==> src/common/lsu_consts.svh <==
/*
  Shared constants of the load/store subsystem: outstanding load count,
  ID width, data memory depth, register offsets and reset values.
  Include with the common folder on the include path.
*/
`ifndef LSU_CONSTS_SVH
`define LSU_CONSTS_SVH

// Outstanding loads and ID width
`define LSU_NUM_IDS 4
`define LSU_ID_W 2

// Data memory depth in 32-bit words
`define MEM_WORDS 64

// Register offsets on the Wishbone side
`define CSR_DELAY0 5'h00
`define CSR_DELAY1 5'h04
`define CSR_DELAY2 5'h08
`define CSR_DELAY3 5'h0C
`define CSR_LIMIT 5'h10
`define CSR_NLOAD 5'h14
`define CSR_NSTORE 5'h18
`define CSR_NERR 5'h1C

// Reset values
`define DELAY_RST 8'd1
`define LIMIT_RST 32'h0000_0100

`endif

==> src/common/lsu_pkg.sv <==
/*
  Types shared by the load/store unit and the data memory.
  Compile this package before any module that imports it.
*/
`include "lsu_consts.svh"

package lsu_pkg;

  // Access size as carried on lsu_qsize_i
  typedef enum logic [1:0] {
    SIZE_BYTE = 2'd0,
    SIZE_HALF = 2'd1,
    SIZE_WORD = 2'd2
  } size_e;

  // Transaction ID of an outstanding load
  typedef logic [`LSU_ID_W-1:0] id_t;

  // What the response path needs to finish a load
  typedef struct packed {
    logic [4:0] tag;
    logic       sign_ext;
    logic [1:0] offset;
    size_e      size;
  } lsu_meta_t;

endpackage

==> src/lsu/lsu_core.sv <==
/*
  Load/store unit core. Aligns store data and builds byte strobes on
  the way to memory, tracks each load by ID and on the way back
  shifts and extends the loaded word. Both paths are combinational.
*/
`timescale 1ns/1ps

module lsu_core (
  input  logic         clk_i,
  input  logic         rst_i,
  // Core request channel
  input  logic         lsu_qvalid_i,
  input  logic         lsu_qwrite_i,
  input  logic         lsu_qsigned_i,
  input  logic [31:0]  lsu_qaddr_i,
  input  logic [31:0]  lsu_qdata_i,
  input  logic [1:0]   lsu_qsize_i,
  input  logic [4:0]   lsu_qtag_i,
  output logic         lsu_qready_o,
  // Core response channel
  output logic         lsu_pvalid_o,
  output logic [31:0]  lsu_pdata_o,
  output logic [4:0]   lsu_ptag_o,
  output logic         lsu_perror_o,
  input  logic         lsu_pready_i,
  // Memory request channel
  output logic         data_qvalid_o,
  output logic         data_qwrite_o,
  output logic [31:0]  data_qaddr_o,
  output logic [31:0]  data_qdata_o,
  output logic [3:0]   data_qstrb_o,
  output lsu_pkg::id_t data_qid_o,
  input  logic         data_qready_i,
  // Memory response channel
  input  logic         data_pvalid_i,
  input  logic [31:0]  data_pdata_i,
  input  logic         data_perror_i,
  input  lsu_pkg::id_t data_pid_i,
  output logic         data_pready_o
);

  import lsu_pkg::*;

  logic        id_full;
  logic        id_push;
  logic        id_pop;
  lsu_meta_t   req_meta;
  lsu_meta_t   rsp_meta;
  logic [63:0] wdata_dbl;
  logic [31:0] rdata_shift;

  // ------------------------------------------------------------
  // Request path
  // ------------------------------------------------------------
  // Full table stalls stores too, keeps the handshake simple
  assign data_qvalid_o = lsu_qvalid_i & ~id_full;
  assign lsu_qready_o  = data_qready_i & ~id_full;
  assign data_qwrite_o = lsu_qwrite_i;
  assign data_qaddr_o  = {lsu_qaddr_i[31:2], 2'b00};

  // Only loads take an ID
  assign id_push = data_qvalid_o & data_qready_i & ~lsu_qwrite_i;

  assign req_meta = '{
    tag:      lsu_qtag_i,
    sign_ext: lsu_qsigned_i,
    offset:   lsu_qaddr_i[1:0],
    size:     size_e'(lsu_qsize_i)
  };

  // Byte enables from size and offset
  always_comb begin
    case (size_e'(lsu_qsize_i))
      SIZE_BYTE: data_qstrb_o = 4'b0001 << lsu_qaddr_i[1:0];
      SIZE_HALF: data_qstrb_o = 4'b0011 << lsu_qaddr_i[1:0];
      SIZE_WORD: data_qstrb_o = 4'b1111;
      default:   data_qstrb_o = 4'b0000;
    endcase
  end

  // Rotate left by offset bytes, upper half of the doubled word
  assign wdata_dbl    = {lsu_qdata_i, lsu_qdata_i} << {lsu_qaddr_i[1:0], 3'b000};
  assign data_qdata_o = wdata_dbl[63:32];

  // ------------------------------------------------------------
  // Response path
  // ------------------------------------------------------------
  // ID freed only once the core takes the response
  assign data_pready_o = lsu_pready_i;
  assign id_pop        = data_pvalid_i & data_pready_o;

  assign rdata_shift = data_pdata_i >> {rsp_meta.offset, 3'b000};

  // Extension by stored size and sign bit
  always_comb begin
    case (rsp_meta.size)
      SIZE_BYTE: lsu_pdata_o = {{24{rdata_shift[7] & rsp_meta.sign_ext}},
                                rdata_shift[7:0]};
      SIZE_HALF: lsu_pdata_o = {{16{rdata_shift[15] & rsp_meta.sign_ext}},
                                rdata_shift[15:0]};
      default:   lsu_pdata_o = rdata_shift;
    endcase
  end

  assign lsu_pvalid_o = data_pvalid_i;
  assign lsu_ptag_o   = rsp_meta.tag;
  assign lsu_perror_o = data_perror_i;

  lsu_id_table u_id_table (
    .clk_i      (clk_i),
    .rst_i      (rst_i),
    .push_i     (id_push),
    .meta_i     (req_meta),
    .pop_i      (id_pop),
    .pop_id_i   (data_pid_i),
    .free_id_o  (data_qid_o),
    .full_o     (id_full),
    .pop_meta_o (rsp_meta)
  );

  // Size 3 has no meaning, strobe would be empty
  qsize_legal_a : assert property (@(posedge clk_i) disable iff (rst_i)
    lsu_qvalid_i |-> lsu_qsize_i != 2'b11)
    else $error("request with size encoding 3");

endmodule

==> src/lsu/lsu_id_table.sv <==
/*
  ID table for outstanding loads. Hands out the lowest free ID,
  keeps the load metadata under that ID and releases it when the
  response is taken. Used inside lsu_core.
*/
`timescale 1ns/1ps
`include "lsu_consts.svh"

module lsu_id_table (
  input  logic               clk_i,
  input  logic               rst_i,
  input  logic               push_i,
  input  lsu_pkg::lsu_meta_t meta_i,
  input  logic               pop_i,
  input  lsu_pkg::id_t       pop_id_i,
  output lsu_pkg::id_t       free_id_o,
  output logic               full_o,
  output lsu_pkg::lsu_meta_t pop_meta_o
);

  import lsu_pkg::*;

  // One bit per ID, set while the ID is free
  logic [`LSU_NUM_IDS-1:0] avail_q;
  lsu_meta_t               meta_q [`LSU_NUM_IDS];

  // Lowest free ID wins, so scan from the top down
  always_comb begin
    free_id_o = '0;
    for (int i = `LSU_NUM_IDS - 1; i >= 0; i--) begin
      if (avail_q[i]) begin
        free_id_o = id_t'(i);
      end
    end
  end

  assign full_o     = ~|avail_q;
  assign pop_meta_o = meta_q[pop_id_i];

  always_ff @(posedge clk_i or posedge rst_i) begin
    if (rst_i) begin
      avail_q <= '1;
    end else begin
      if (push_i) begin
        avail_q[free_id_o] <= 1'b0;
      end
      // Never the same ID as a push in the same cycle
      if (pop_i) begin
        avail_q[pop_id_i] <= 1'b1;
      end
    end
  end

  // Metadata storage
  always_ff @(posedge clk_i) begin
    if (push_i) begin
      meta_q[free_id_o] <= meta_i;
    end
  end

  // ------------------------------------------------------------
  // Assertions
  // ------------------------------------------------------------
  // Request side must gate its handshake on full_o
  push_free_a : assert property (@(posedge clk_i) disable iff (rst_i)
    push_i |-> avail_q[free_id_o])
    else $error("load pushed onto a taken ID");

  // Memory must only answer IDs that were handed out
  pop_taken_a : assert property (@(posedge clk_i) disable iff (rst_i)
    pop_i |-> !avail_q[pop_id_i])
    else $error("response for an ID that is not outstanding");

endmodule

==> src/lsu_csr.sv <==
/*
  Wishbone classic register block. Holds the four load delays and
  the address limit for the data memory, and counts loads, stores
  and error responses. Ack comes one cycle after cyc and stb.
*/
`timescale 1ns/1ps
`include "lsu_consts.svh"

module lsu_csr (
  input  logic        clk_i,
  input  logic        rst_i,
  input  logic        wb_cyc_i,
  input  logic        wb_stb_i,
  input  logic        wb_we_i,
  input  logic [4:0]  wb_adr_i,
  input  logic [31:0] wb_dat_i,
  output logic [31:0] wb_dat_o,
  output logic        wb_ack_o,
  input  logic        ev_load_i,
  input  logic        ev_store_i,
  input  logic        ev_err_i,
  output logic [7:0]  delay0_o,
  output logic [7:0]  delay1_o,
  output logic [7:0]  delay2_o,
  output logic [7:0]  delay3_o,
  output logic [31:0] limit_o
);

  logic [7:0]  delay_q [4];
  logic [31:0] limit_q;
  logic [31:0] nload_q;
  logic [31:0] nstore_q;
  logic [31:0] nerr_q;
  logic [31:0] rdata;
  logic        acc;
  logic        wr;

  // New access only while no ack is out
  assign acc = wb_cyc_i & wb_stb_i & ~wb_ack_o;
  assign wr  = acc & wb_we_i;

  // Read mux
  always_comb begin
    case (wb_adr_i)
      `CSR_DELAY0: rdata = {24'd0, delay_q[0]};
      `CSR_DELAY1: rdata = {24'd0, delay_q[1]};
      `CSR_DELAY2: rdata = {24'd0, delay_q[2]};
      `CSR_DELAY3: rdata = {24'd0, delay_q[3]};
      `CSR_LIMIT:  rdata = limit_q;
      `CSR_NLOAD:  rdata = nload_q;
      `CSR_NSTORE: rdata = nstore_q;
      `CSR_NERR:   rdata = nerr_q;
      default:     rdata = 32'd0;
    endcase
  end

  always_ff @(posedge clk_i or posedge rst_i) begin
    if (rst_i) begin
      wb_ack_o <= 1'b0;
      limit_q  <= `LIMIT_RST;
      nload_q  <= 32'd0;
      nstore_q <= 32'd0;
      nerr_q   <= 32'd0;
      for (int i = 0; i < 4; i++) begin
        delay_q[i] <= `DELAY_RST;
      end
    end else begin
      wb_ack_o <= acc;
      if (wr) begin
        case (wb_adr_i)
          `CSR_DELAY0: delay_q[0] <= wb_dat_i[7:0];
          `CSR_DELAY1: delay_q[1] <= wb_dat_i[7:0];
          `CSR_DELAY2: delay_q[2] <= wb_dat_i[7:0];
          `CSR_DELAY3: delay_q[3] <= wb_dat_i[7:0];
          `CSR_LIMIT:  limit_q    <= wb_dat_i;
          default: ;
        endcase
      end
      // Counters, a write clears and wins over an event
      if (wr && wb_adr_i == `CSR_NLOAD) begin
        nload_q <= 32'd0;
      end else if (ev_load_i) begin
        nload_q <= nload_q + 32'd1;
      end
      if (wr && wb_adr_i == `CSR_NSTORE) begin
        nstore_q <= 32'd0;
      end else if (ev_store_i) begin
        nstore_q <= nstore_q + 32'd1;
      end
      if (wr && wb_adr_i == `CSR_NERR) begin
        nerr_q <= 32'd0;
      end else if (ev_err_i) begin
        nerr_q <= nerr_q + 32'd1;
      end
    end
  end

  // Read data lands with the ack
  always_ff @(posedge clk_i) begin
    if (acc) begin
      wb_dat_o <= rdata;
    end
  end

  assign delay0_o = delay_q[0];
  assign delay1_o = delay_q[1];
  assign delay2_o = delay_q[2];
  assign delay3_o = delay_q[3];
  assign limit_o  = limit_q;

  // Master holds stb until it sees the ack
  ack_with_stb_a : assert property (@(posedge clk_i) disable iff (rst_i)
    wb_ack_o |-> wb_cyc_i && wb_stb_i)
    else $error("ack without an active strobe");

endmodule

==> src/lsu_top.sv <==
/*
  Top level of the load/store subsystem. Core request and response
  ports and the Wishbone register port face outward; the LSU, the
  out-of-order data memory and the register block sit inside.
*/
`timescale 1ns/1ps

module lsu_top (
  input  logic        clk_i,
  input  logic        rst_i,
  // Core side
  input  logic        lsu_qvalid_i,
  input  logic        lsu_qwrite_i,
  input  logic        lsu_qsigned_i,
  input  logic [31:0] lsu_qaddr_i,
  input  logic [31:0] lsu_qdata_i,
  input  logic [1:0]  lsu_qsize_i,
  input  logic [4:0]  lsu_qtag_i,
  output logic        lsu_qready_o,
  output logic        lsu_pvalid_o,
  output logic [31:0] lsu_pdata_o,
  output logic [4:0]  lsu_ptag_o,
  output logic        lsu_perror_o,
  input  logic        lsu_pready_i,
  // Wishbone classic
  input  logic        wb_cyc_i,
  input  logic        wb_stb_i,
  input  logic        wb_we_i,
  input  logic [4:0]  wb_adr_i,
  input  logic [31:0] wb_dat_i,
  output logic [31:0] wb_dat_o,
  output logic        wb_ack_o
);

  import lsu_pkg::*;

  // LSU to memory
  logic        data_qvalid;
  logic        data_qwrite;
  logic [31:0] data_qaddr;
  logic [31:0] data_qdata;
  logic [3:0]  data_qstrb;
  id_t         data_qid;
  logic        data_qready;
  logic        data_pvalid;
  logic [31:0] data_pdata;
  logic        data_perror;
  id_t         data_pid;
  logic        data_pready;
  // Register block to memory and back
  logic [7:0]  delay0;
  logic [7:0]  delay1;
  logic [7:0]  delay2;
  logic [7:0]  delay3;
  logic [31:0] limit;
  logic        ev_load;
  logic        ev_store;
  logic        ev_err;

  lsu_core u_lsu_core (
    .clk_i         (clk_i),
    .rst_i         (rst_i),
    .lsu_qvalid_i  (lsu_qvalid_i),
    .lsu_qwrite_i  (lsu_qwrite_i),
    .lsu_qsigned_i (lsu_qsigned_i),
    .lsu_qaddr_i   (lsu_qaddr_i),
    .lsu_qdata_i   (lsu_qdata_i),
    .lsu_qsize_i   (lsu_qsize_i),
    .lsu_qtag_i    (lsu_qtag_i),
    .lsu_qready_o  (lsu_qready_o),
    .lsu_pvalid_o  (lsu_pvalid_o),
    .lsu_pdata_o   (lsu_pdata_o),
    .lsu_ptag_o    (lsu_ptag_o),
    .lsu_perror_o  (lsu_perror_o),
    .lsu_pready_i  (lsu_pready_i),
    .data_qvalid_o (data_qvalid),
    .data_qwrite_o (data_qwrite),
    .data_qaddr_o  (data_qaddr),
    .data_qdata_o  (data_qdata),
    .data_qstrb_o  (data_qstrb),
    .data_qid_o    (data_qid),
    .data_qready_i (data_qready),
    .data_pvalid_i (data_pvalid),
    .data_pdata_i  (data_pdata),
    .data_perror_i (data_perror),
    .data_pid_i    (data_pid),
    .data_pready_o (data_pready)
  );

  ooo_data_mem u_data_mem (
    .clk_i         (clk_i),
    .rst_i         (rst_i),
    .data_qvalid_i (data_qvalid),
    .data_qwrite_i (data_qwrite),
    .data_qaddr_i  (data_qaddr),
    .data_qdata_i  (data_qdata),
    .data_qstrb_i  (data_qstrb),
    .data_qid_i    (data_qid),
    .data_qready_o (data_qready),
    .data_pvalid_o (data_pvalid),
    .data_pdata_o  (data_pdata),
    .data_perror_o (data_perror),
    .data_pid_o    (data_pid),
    .data_pready_i (data_pready),
    .delay0_i      (delay0),
    .delay1_i      (delay1),
    .delay2_i      (delay2),
    .delay3_i      (delay3),
    .limit_i       (limit),
    .ev_load_o     (ev_load),
    .ev_store_o    (ev_store),
    .ev_err_o      (ev_err)
  );

  lsu_csr u_csr (
    .clk_i      (clk_i),
    .rst_i      (rst_i),
    .wb_cyc_i   (wb_cyc_i),
    .wb_stb_i   (wb_stb_i),
    .wb_we_i    (wb_we_i),
    .wb_adr_i   (wb_adr_i),
    .wb_dat_i   (wb_dat_i),
    .wb_dat_o   (wb_dat_o),
    .wb_ack_o   (wb_ack_o),
    .ev_load_i  (ev_load),
    .ev_store_i (ev_store),
    .ev_err_i   (ev_err),
    .delay0_o   (delay0),
    .delay1_o   (delay1),
    .delay2_o   (delay2),
    .delay3_o   (delay3),
    .limit_o    (limit)
  );

endmodule

==> src/ooo_data_mem.sv <==
/*
  Data memory with out-of-order load responses. Stores write their
  strobed bytes at once and get no response. Each load sits in the
  slot of its ID for a delay picked by address bits 3:2, then the
  lowest expired slot answers. Delays and limit come from lsu_csr.
*/
`timescale 1ns/1ps
`include "lsu_consts.svh"

module ooo_data_mem (
  input  logic         clk_i,
  input  logic         rst_i,
  input  logic         data_qvalid_i,
  input  logic         data_qwrite_i,
  input  logic [31:0]  data_qaddr_i,
  input  logic [31:0]  data_qdata_i,
  input  logic [3:0]   data_qstrb_i,
  input  lsu_pkg::id_t data_qid_i,
  output logic         data_qready_o,
  output logic         data_pvalid_o,
  output logic [31:0]  data_pdata_o,
  output logic         data_perror_o,
  output lsu_pkg::id_t data_pid_o,
  input  logic         data_pready_i,
  input  logic [7:0]   delay0_i,
  input  logic [7:0]   delay1_i,
  input  logic [7:0]   delay2_i,
  input  logic [7:0]   delay3_i,
  input  logic [31:0]  limit_i,
  output logic         ev_load_o,
  output logic         ev_store_o,
  output logic         ev_err_o
);

  import lsu_pkg::*;

  localparam int unsigned AW = $clog2(`MEM_WORDS);

  logic [31:0]             mem_q [`MEM_WORDS];
  // Slot state, one slot per ID
  logic [`LSU_NUM_IDS-1:0] busy_q;
  logic [7:0]              cnt_q [`LSU_NUM_IDS];
  logic [31:0]             sdata_q [`LSU_NUM_IDS];
  logic [`LSU_NUM_IDS-1:0] serr_q;
  logic [`LSU_NUM_IDS-1:0] expired;
  // Response held under back-pressure
  logic                    lock_q;
  id_t                     lock_id_q;
  id_t                     pick_id;
  logic [AW-1:0]           widx;
  logic [7:0]              delay_sel;
  logic [7:0]              delay_eff;
  logic                    over_limit;
  logic                    ld_acc;
  logic                    st_acc;
  logic                    rsp_acc;

  // ------------------------------------------------------------
  // Request side
  // ------------------------------------------------------------
  assign widx          = data_qaddr_i[AW+1:2];
  assign over_limit    = data_qaddr_i >= limit_i;
  assign data_qready_o = data_qwrite_i | ~&busy_q;
  assign ld_acc        = data_qvalid_i & data_qready_o & ~data_qwrite_i;
  assign st_acc        = data_qvalid_i & data_qready_o & data_qwrite_i;

  always_comb begin
    case (data_qaddr_i[3:2])
      2'd0:    delay_sel = delay0_i;
      2'd1:    delay_sel = delay1_i;
      2'd2:    delay_sel = delay2_i;
      default: delay_sel = delay3_i;
    endcase
  end

  // Zero delay behaves as one cycle
  assign delay_eff = (delay_sel == 8'd0) ? 8'd1 : delay_sel;

  // ------------------------------------------------------------
  // Response side
  // ------------------------------------------------------------
  always_comb begin
    for (int i = 0; i < `LSU_NUM_IDS; i++) begin
      expired[i] = busy_q[i] & (cnt_q[i] == 8'd0);
    end
  end

  // Lowest expired ID
  always_comb begin
    pick_id = '0;
    for (int i = `LSU_NUM_IDS - 1; i >= 0; i--) begin
      if (expired[i]) begin
        pick_id = id_t'(i);
      end
    end
  end

  // A stalled response keeps its ID even if a lower one expires
  assign data_pid_o    = lock_q ? lock_id_q : pick_id;
  assign data_pvalid_o = |expired;
  assign data_pdata_o  = sdata_q[data_pid_o];
  assign data_perror_o = serr_q[data_pid_o];
  assign rsp_acc       = data_pvalid_o & data_pready_i;

  assign ev_load_o  = ld_acc;
  assign ev_store_o = st_acc;
  assign ev_err_o   = rsp_acc & data_perror_o;

  always_ff @(posedge clk_i or posedge rst_i) begin
    if (rst_i) begin
      busy_q    <= '0;
      lock_q    <= 1'b0;
      lock_id_q <= '0;
      for (int i = 0; i < `LSU_NUM_IDS; i++) begin
        cnt_q[i] <= 8'd0;
      end
    end else begin
      lock_q    <= data_pvalid_o & ~data_pready_i;
      lock_id_q <= data_pid_o;
      for (int i = 0; i < `LSU_NUM_IDS; i++) begin
        if (busy_q[i] && cnt_q[i] != 8'd0) begin
          cnt_q[i] <= cnt_q[i] - 8'd1;
        end
      end
      if (rsp_acc) begin
        busy_q[data_pid_o] <= 1'b0;
      end
      if (ld_acc) begin
        busy_q[data_qid_i] <= 1'b1;
        cnt_q[data_qid_i]  <= delay_eff;
      end
    end
  end

  // Array and slot payload
  always_ff @(posedge clk_i) begin
    // Stores past the limit are dropped
    if (st_acc && !over_limit) begin
      for (int b = 0; b < 4; b++) begin
        if (data_qstrb_i[b]) begin
          mem_q[widx][8*b +: 8] <= data_qdata_i[8*b +: 8];
        end
      end
    end
    if (ld_acc) begin
      sdata_q[data_qid_i] <= mem_q[widx];
      serr_q[data_qid_i]  <= over_limit;
    end
  end

  // ------------------------------------------------------------
  // Assertions
  // ------------------------------------------------------------
  // ID table in lsu_core must never reuse a busy slot
  slot_free_a : assert property (@(posedge clk_i) disable iff (rst_i)
    ld_acc |-> !busy_q[data_qid_i])
    else $error("load for an ID whose slot is busy");

endmodule

==> config.mk <==
export PLATFORM = sky130hd
export DESIGN_NAME = lsu_top
export DESIGN_NICKNAME = d
export VERILOG_FILES = /design/src/common/lsu_pkg.sv /design/src/lsu/lsu_core.sv /design/src/lsu/lsu_id_table.sv /design/src/lsu_csr.sv /design/src/lsu_top.sv /design/src/ooo_data_mem.sv
export VERILOG_INCLUDE_DIRS = /design/src /design/src/common
export SDC_FILE = /design/constraint.sdc
export NUM_CORES = 2
export LEC_CHECK = 0
export BUFFER_PORTS_ARGS = -buffer_cell sky130_fd_sc_hd__buf_2
export CAP_MARGIN = 20
export CELL_PAD_IN_SITES_DETAIL_PLACEMENT = 1
export CELL_PAD_IN_SITES_GLOBAL_PLACEMENT = 1
export CORE_MARGIN = 8
export CORE_UTILIZATION = 41
export CTS_BUF_LIST = sky130_fd_sc_hd__clkbuf_2
export DETAILED_ROUTE_END_ITERATION = 10
export GPL_TIMING_DRIVEN = 0
export MAX_ROUTING_LAYER = met4
export PLACE_DENSITY_LB_ADDON = 0.25
export SLEW_MARGIN = 20
export SYNTH_ARGS = -nofsm -noshare
export SYNTH_HDL_FRONTEND = slang
export SYNTH_SLANG_ARGS = --single-unit
==> constraint.sdc <==
create_clock -name clk_i -period 6.86 [get_ports clk_i]
set_input_delay 1.372 -clock clk_i [delete_from_list [all_inputs] [get_ports clk_i]]
set_output_delay 1.372 -clock clk_i [all_outputs]
set_load 0.005 [all_outputs]
### Yosys cells after proc, flatten, opt, wreduce, memory -nomap -nowiden

Memories as Yosys holds them, arrays and structs flattened.
Cells that the tools add are included.

| word-level totals | value |
|---|---|
| register bits | 240 |
| memories kept | 3 |
| bits in writable memories | 2216 |
| input port bits | 117 |
| output and inout port bits | 73 |

Memory list:

| name | depth | width | rd ports | clocked after Yosys merged registers in | wr ports | RTL line | source |
|---|---|---|---|---|---|---|---|
| u_data_mem.mem_q | 64 | 32 | 1 | 0 | 1 | ooo_data_mem.sv:39 | `` logic [31:0] mem_q [`MEM_WORDS]; `` |
| u_data_mem.sdata_q | 4 | 32 | 1 | 0 | 1 | ooo_data_mem.sv:43 | `` logic [31:0] sdata_q [`LSU_NUM_IDS]; `` |
| u_lsu_core.u_id_table.meta_q | 4 | 10 | 1 | 0 | 1 | lsu_id_table.sv:25 | `` lsu_meta_t meta_q [`LSU_NUM_IDS]; `` |

| cells by class | value |
|---|---|
| equality and inequality tests | 12 |
| shift operators | 4 |
| $add $sub $neg | 7 |
| bitwise gates (word level) | 28 |
| mux-type cells | 53 |
| order comparisons | 7 |
| reduce and logical (&&, ||, !) cells | 37 |

Operators with widths:

| cell | count |
|---|---|
| 32-bit one-hot mux with 8 select lines | 1 |
| 32-bit 2-to-1 mux | 7 |
| 32-bit by 1-bit adder with 32-bit output (second input constant) | 3 |
| 32-bit one-hot mux with 2 select lines | 1 |
| 64-bit by 5-bit left shift with 64-bit output | 1 |
| 8-bit 2-to-1 mux | 6 |
| 8-bit zero test | 5 |
| 32-bit bitwise mux | 1 |
| 32-bit greater-or-equal comparator | 1 |
| 8-bit nonzero test | 4 |
| 32-bit by 5-bit >> shifter with 32-bit output | 1 |
| 8-bit by 1-bit subtractor with 8-bit output (second input constant) | 4 |
| 8-bit one-hot mux with 3 select lines | 1 |
| 5-bit equality test (second input constant) | 4 |
| 2-bit 2-to-1 mux | 9 |
| 1-bit AND | 17 |
| 1-bit 2-to-1 mux | 17 |
| 8-bit demux with 2-bit select | 1 |
| 4-bit 2-to-1 mux | 4 |
| 4-bit one-hot mux with 3 select lines | 1 |
| 1-bit logical AND | 11 |
| 5-bit by 4-bit equality test with 1-bit output (second input constant) | 2 |
| 2-bit AND reduction | 5 |
| 4-bit AND | 2 |
| other kinds (23) | 39 |

### Depth between registers and ports, before layout

| depth | value |
|---|---|
| word-level depth | 16 |
| mapped depth | 15 |
| gate-level depth less buffers | 12 |

### Modules after synthesis

Synthesis repeated with hierarchy kept, for this count alone.

| second synthesis, totals | value |
|---|---|
| cells, all modules | 5653 |
| area, all modules | 102442.0 sq um |

Modules (own cells, without submodules):

| module | cells each | area an instance (sq um) | times used |
|---|---|---|---|
| ooo_data_mem | 4481 | 89186.8 | 1 |
| lsu_csr | 895 | 9615.5 | 1 |
| lsu_core | 196 | 1954.4 | 1 |
| lsu_id_table | 81 | 1685.4 | 1 |

### Least setup slack after synthesis

Ideal clock, no wire load.

| timing | value |
|---|---|
| path type | input to register |
| start | input lsu_qaddr_i[2] |
| end | memory u_data_mem.mem_q[10][0] (enable) |
| arrival | 4.340 ns |
| stages on the path | 13 |
| required time | 6.465 ns |
| path slack | 2.125 ns |
| cells stage by stage | ha_1 -> nor3b_1 -> o21a_1 -> o21a_1 -> o2111ai_1 -> a21oi_1 -> o311ai_0 -> a2111oi_0 -> o21a_1 -> clkbuf_1 -> clkbuf_1 -> clkbuf_1 -> nor4_1 |

| on the way | value |
|---|---|
| longest elaborated chain between the ends | 5 |

RTL lines:

| what | RTL line | source |
|---|---|---|
| start: declaration | lsu_top.sv:15 | `input logic [31:0] lsu_qaddr_i,` |
| 32-bit greater-or-equal comparator | ooo_data_mem.sv:62 | `assign over_limit = data_qaddr_i >= limit_i;` |
| 1-bit zero test | ooo_data_mem.sv:138 | `if (st_acc && !over_limit) begin` |
| 1-bit logical AND | ooo_data_mem.sv:138 |  |
| 1-bit 2-to-1 mux | ooo_data_mem.sv:138 |  |
| 1-bit 2-to-1 mux (not written as such) | ooo_data_mem.sv:141 | `mem_q[widx][8*b +: 8] <= data_qdata_i[8*b +: 8];` |
| end: declaration | ooo_data_mem.sv:39 |  |

Several ways; a longest one is shown, not always the timed one.

### Worst setup path in the final report

| timing | value |
|---|---|
| start | register u_data_mem.cnt_q[4] (netlist name) |
| end | output lsu_pdata_o[29] |

| on the way | value |
|---|---|
| longest elaborated chain between the ends | 11 |
| elaborated cells between the ends (all ways) | 15 |
| classes of those cells | eq/ne: 1; shift: 1; mux: 6; bitwise: 3; reduce/logical: 2; memory: 2 |

RTL lines:

| what | RTL line | source |
|---|---|---|
| start: declaration | ooo_data_mem.sv:42 | `` logic [7:0] cnt_q [`LSU_NUM_IDS]; `` |
| start signal: indexed assignment | ooo_data_mem.sv:122 | `cnt_q[i] <= cnt_q[i] - 8'd1;` |
| start signal: indexed assignment | ooo_data_mem.sv:130 | `cnt_q[data_qid_i] <= delay_eff;` |
| 8-bit zero test (*) | ooo_data_mem.sv:84 | `expired[i] = busy_q[i] & (cnt_q[i] == 8'd0);` |
| 1-bit AND (*) | ooo_data_mem.sv:84 |  |
| 2-bit 2-to-1 mux (*) (4 in series) | ooo_data_mem.sv:92 | `if (expired[i]) begin` |
| 2-bit 2-to-1 mux (*) | ooo_data_mem.sv:99 | `assign data_pid_o = lock_q ? lock_id_q : pick_id;` |
| memory 4 x 32 bit or memory 4 x 10 bit (tied branches) | -- |  |
| 32-bit by 5-bit >> shifter with 32-bit output | lsu_core.sv:92 | `assign rdata_shift = data_pdata_i >> {rsp_meta.offset, 3'b000};` |
| 1-bit AND, on equally long branches | lsu_core.sv:99, lsu_core.sv:97 |  |
| 32-bit one-hot mux with 2 select lines (*) | lsu_core.sv:96 | `case (rsp_meta.size)` |
| end: declaration | lsu_top.sv:21 | `output logic [31:0] lsu_pdata_o,` |

Every way passes the cells marked *; elsewhere a longest branch is shown, timed or not.

==> metrics <==
slowest CP cell=dfrtp_1; # DRC=0; Clk pwr share=0.339; crit start category=flop; die width=511 um; Final Max Tran Viols=0; Num CTS Buffers=approximately 650; Hold/Removal Path Class=in2reg; Switching Share=0.282; power density over the cells=~250 mW/mm^2; Nets=just under 7,000; post-route ant nets=0; most frequent cells in the layout=2,252 x edfxtp_1, 998 x clkbuf_2, 619 x mux4_2; syn nets=5,467; met1 Usage GRT=0.373; Sink Count=about 2,500; Worst Setup End Kind=primary output; WL/cell=~38 um; outcome=complete, no violations; CTS tree=built; final setup violation count=0; Clock Skews=roughly 0.19 ns; Synth Register Bits=2,456; Finished Cell Area=between 0.1 and 0.15 sq mm; via/cell ratio=~6.2; fmax=between 0.1 and 0.15 GHz; row cnt=about 180; Comb pwr share=0.099; global route hottest layer=met2; setup TNS=0 ns; hold path cells=4; share of cells above drive strength 1=0.393; post-synthesis adder-cell area fraction=0.00498; asr flop ratio synth=0.0831; Area growth, synth to finish=16.9%; global-route wire length before repair=525 mm; critical path class=reg2out; post-synthesis mux area share=0.168; Routed Wire Length=approximately 390 mm; root buffer cell=clkbuf_2; LEAKAGE=around 0.04 uW; TritonRoute pass-1 iters=5; die area=between 0.2 and 0.3 sq mm; DR vias=64,500; post-synthesis simple-gate area fraction=0.0543; Starting DRT DRC Count=between 9,000 and 10,000; critical-path cell list=nor4_4 -> and4_1 -> a221oi_4 -> or2_1 -> buf_8 -> buf_12 -> a32oi_4 -> a221o_1 -> o21ai_1 -> a222oi_1 -> buf_4 -> buf_6 -> o22ai_2 -> buf_2; max incr delay on CP=between 0.4 and 0.5 ns; vias in the first global route=between 60,000 and 70,000; placed cells=9,098; number of flops mapped to enable cells by yosys=between 2,000 and 2,500; Tot GR Track Use=0.297; I/O pin cnt=between 150 and 200; top_reg_cell synth=edfxtp_1; Tot Pwr=29,900 uW; post-DP HPWL=about 280 mm; P_sw=around 8400 uW; cell area after synthesis=0.101 sq mm; R2R Path Start=u_csr.limit_o[2]$_DFFE_PP0P_; RSZ-0062 raised after global routing=yes; Synth Area in Compound Gates=0.0244; met2 Use GR=0.434; Initial Util=0.411; worst-skew pair later-pin latency=roughly 2.0 ns; register share of total power=0.562; worst hold start=wb_dat_i[9]; r2r setup slk=1.51 ns; FF-to-FF End=u_data_mem.mem_q[32][9]$_DFFE_PP_; maximum VDD drop=~0.15 mV; Tightest Pin Transition=roughly 1.3 ns; Placeable Area=roughly 0.25 sq mm; worst path arrival time=5.31 ns; worst reg-to-reg path cell count=15; Worst EP required=about 5.5 ns; largest family of logic cells by synthesized area=multiplexers; XOR/XNOR Fraction of Synth Area=0.00897; Post-Syn Instances=~5,300; Final Hold Vio Count=0; Max-Cap Viols=0; CTS clk-pin slew, worst paths=between 0.1 and 0.15 ns; GRT met3 Usage=0.0959; Synth Warn #=0; total grt overflow=0; Die Y=~510 um; Post-DP Area=0.111 sq mm; GPL Wtd Cong=between 1 and 1.5; Clock Tree Buf Depth=4; Hold EP=u_csr.limit_o[9]$_DFFE_PP0P_; Port Buffers=about 190; hold_ws=0.190 ns; P_int=21,500 uW; fin crit share=0.974; htree depth=6; commonest non-fill, non-tap cell in the layout=edfxtp_1; fin cells=between 10,000 and 15,000; Synth Area per Inst=between 15 and 20 sq um; CP Max Fanout=6; initial antenna violation count=33; Min Clock Period, post-route=approximately 6.7 ns; Yosys cell types=82; largest net degree at the start of global routing=between 60 and 70; Seq/Total Area, Yosys=0.723; headroom to the max-slew limit=0.112
==> kinds of logic after synthesis <==
logic type,after synthesis
multiplexers,865
AND/OR/NAND/NOR,1056
XOR/XNOR,103
buffers and inverters,414
AO/OA/AOI/OAI,376
adder cells (fa/ha/maj),40
flip-flops,2456
==> through the flow <==
step | setup WS (ns) | utilization
final | 0.180 | 0.480
after global placement | -3.09 | 0.431
after CTS | 0.00566 | 0.477
after detailed placement | -0.493 | 0.451
after floorplan | 2.13 | -
after global routing | -0.193 | 0.480
==> power groups by stage <==
stage                     clock [uW]  combinational [uW]  sequential, uW
final                          10200                2970           16800
after detailed placement           0                2810           17100
after CTS                      10300                2850           16800
after global placement             0                2550           17200
after floorplan                    0                1320           17100
after global routing           11000                3020           16800
==> critical path: cells and delay by family, from the launching register on <==
family	cells	cell delay, ns
compound gates	6	1.12
flops	1	0.47
simple gates	3	0.98
buf+inv	5	0.78
==> layout make-up <==
type,count,area [sq um]
fill,23600,127000
sequential,2456,72700
multi-input combinational,2440,27900
timing repair buffer,663,5340
clock buffer,918,4590
tap,3220,4030
buffer,346,1610
clock inverter,179,976
inverter,68,269
antenna,33,82.6
==> registers in the layout, summed over array words and instances (netlist names) <==
name	cells
u_data_mem.serr_q	4
u_csr.nload_q	32
u_csr.nerr_q	32
u_csr.limit_o	32
u_data_mem.lock_q	1
u_data_mem.mem_q	2048
u_csr.delay0_o	8
u_csr.nstore_q	32
u_data_mem.busy_q	4
u_lsu_core.u_id_table.avail_q	4
u_csr.wb_ack_o	1
u_csr.wb_dat_o	32
u_csr.delay2_o	8
u_csr.delay3_o	8
u_data_mem.sdata_q	128
u_lsu_core.u_id_table.meta_q	40
u_csr.delay1_o	8
u_data_mem.lock_id_q	2
u_data_mem.cnt_q	32
==> synth_stat cells, types with 64 or more instances <==
cell / n / area (sq um)
edfxtp_1: 2252 / 67600
mux4_2: 651 / 14700
nand2_1: 294 / 1100
clkbuf_1: 243 / 912
nor2_1: 236 / 886
nor4_1: 199 / 1240
dfrtp_1: 195 / 4880
mux2i_1: 140 / 1400
o21ai_0: 95 / 475
mux2_2: 73 / 822
a21oi_1: 72 / 360
nand3_1: 72 / 360
or4_1: 67 / 503
inv_1: 66 / 248
a22oi_1: 64 / 480
==> per-layer routing <==
metal,wire length (um),part of all wire
met4,24300,0.063
met1,142000,0.37
met3,49000,0.13
met2,172000,0.44
met5,0,0
==> how the worst max path moves through the flow <==
stage	start	endpoint	slack (ns)	cells after the start
2_1_floorplan	lsu_qaddr_i[2]	u_data_mem.mem_q[10][0]$_DFFE_PP_	2.13	13
4_1_cts	u_data_mem.cnt_q[8]$_DFF_PP0_	lsu_pdata_o[29]	0.006	15
6_report	u_data_mem.cnt_q[4]$_DFF_PP0_	lsu_pdata_o[29]	0.18	14
5_1_grt	u_data_mem.cnt_q[9]$_DFF_PP0_	lsu_pdata_o[29]	-0.19	16
3_5_place_dp	lsu_qaddr_i[2]	u_data_mem.mem_q[35][23]$_DFFE_PP_	-0.49	11
3_3_place_gp	lsu_qaddr_i[3]	u_data_mem.mem_q[18][28]$_DFFE_PP_	-3.09	8
==> what timing repair did <==
| action | in CTS | in global routing |
|---|---|---|
| pin swaps | 3 | 12 |
| setup endpoints to repair | 36 | 36 |
| setup buffers | 3 | 22 |
| hold buffers | 69 | 0 |
| gates resized for setup | 42 | 55 |
| hold endpoints to repair | 285 | 0 |
| cloned | 0 | 2 |
Note: power is estimated with default switching activity, not from simulation.
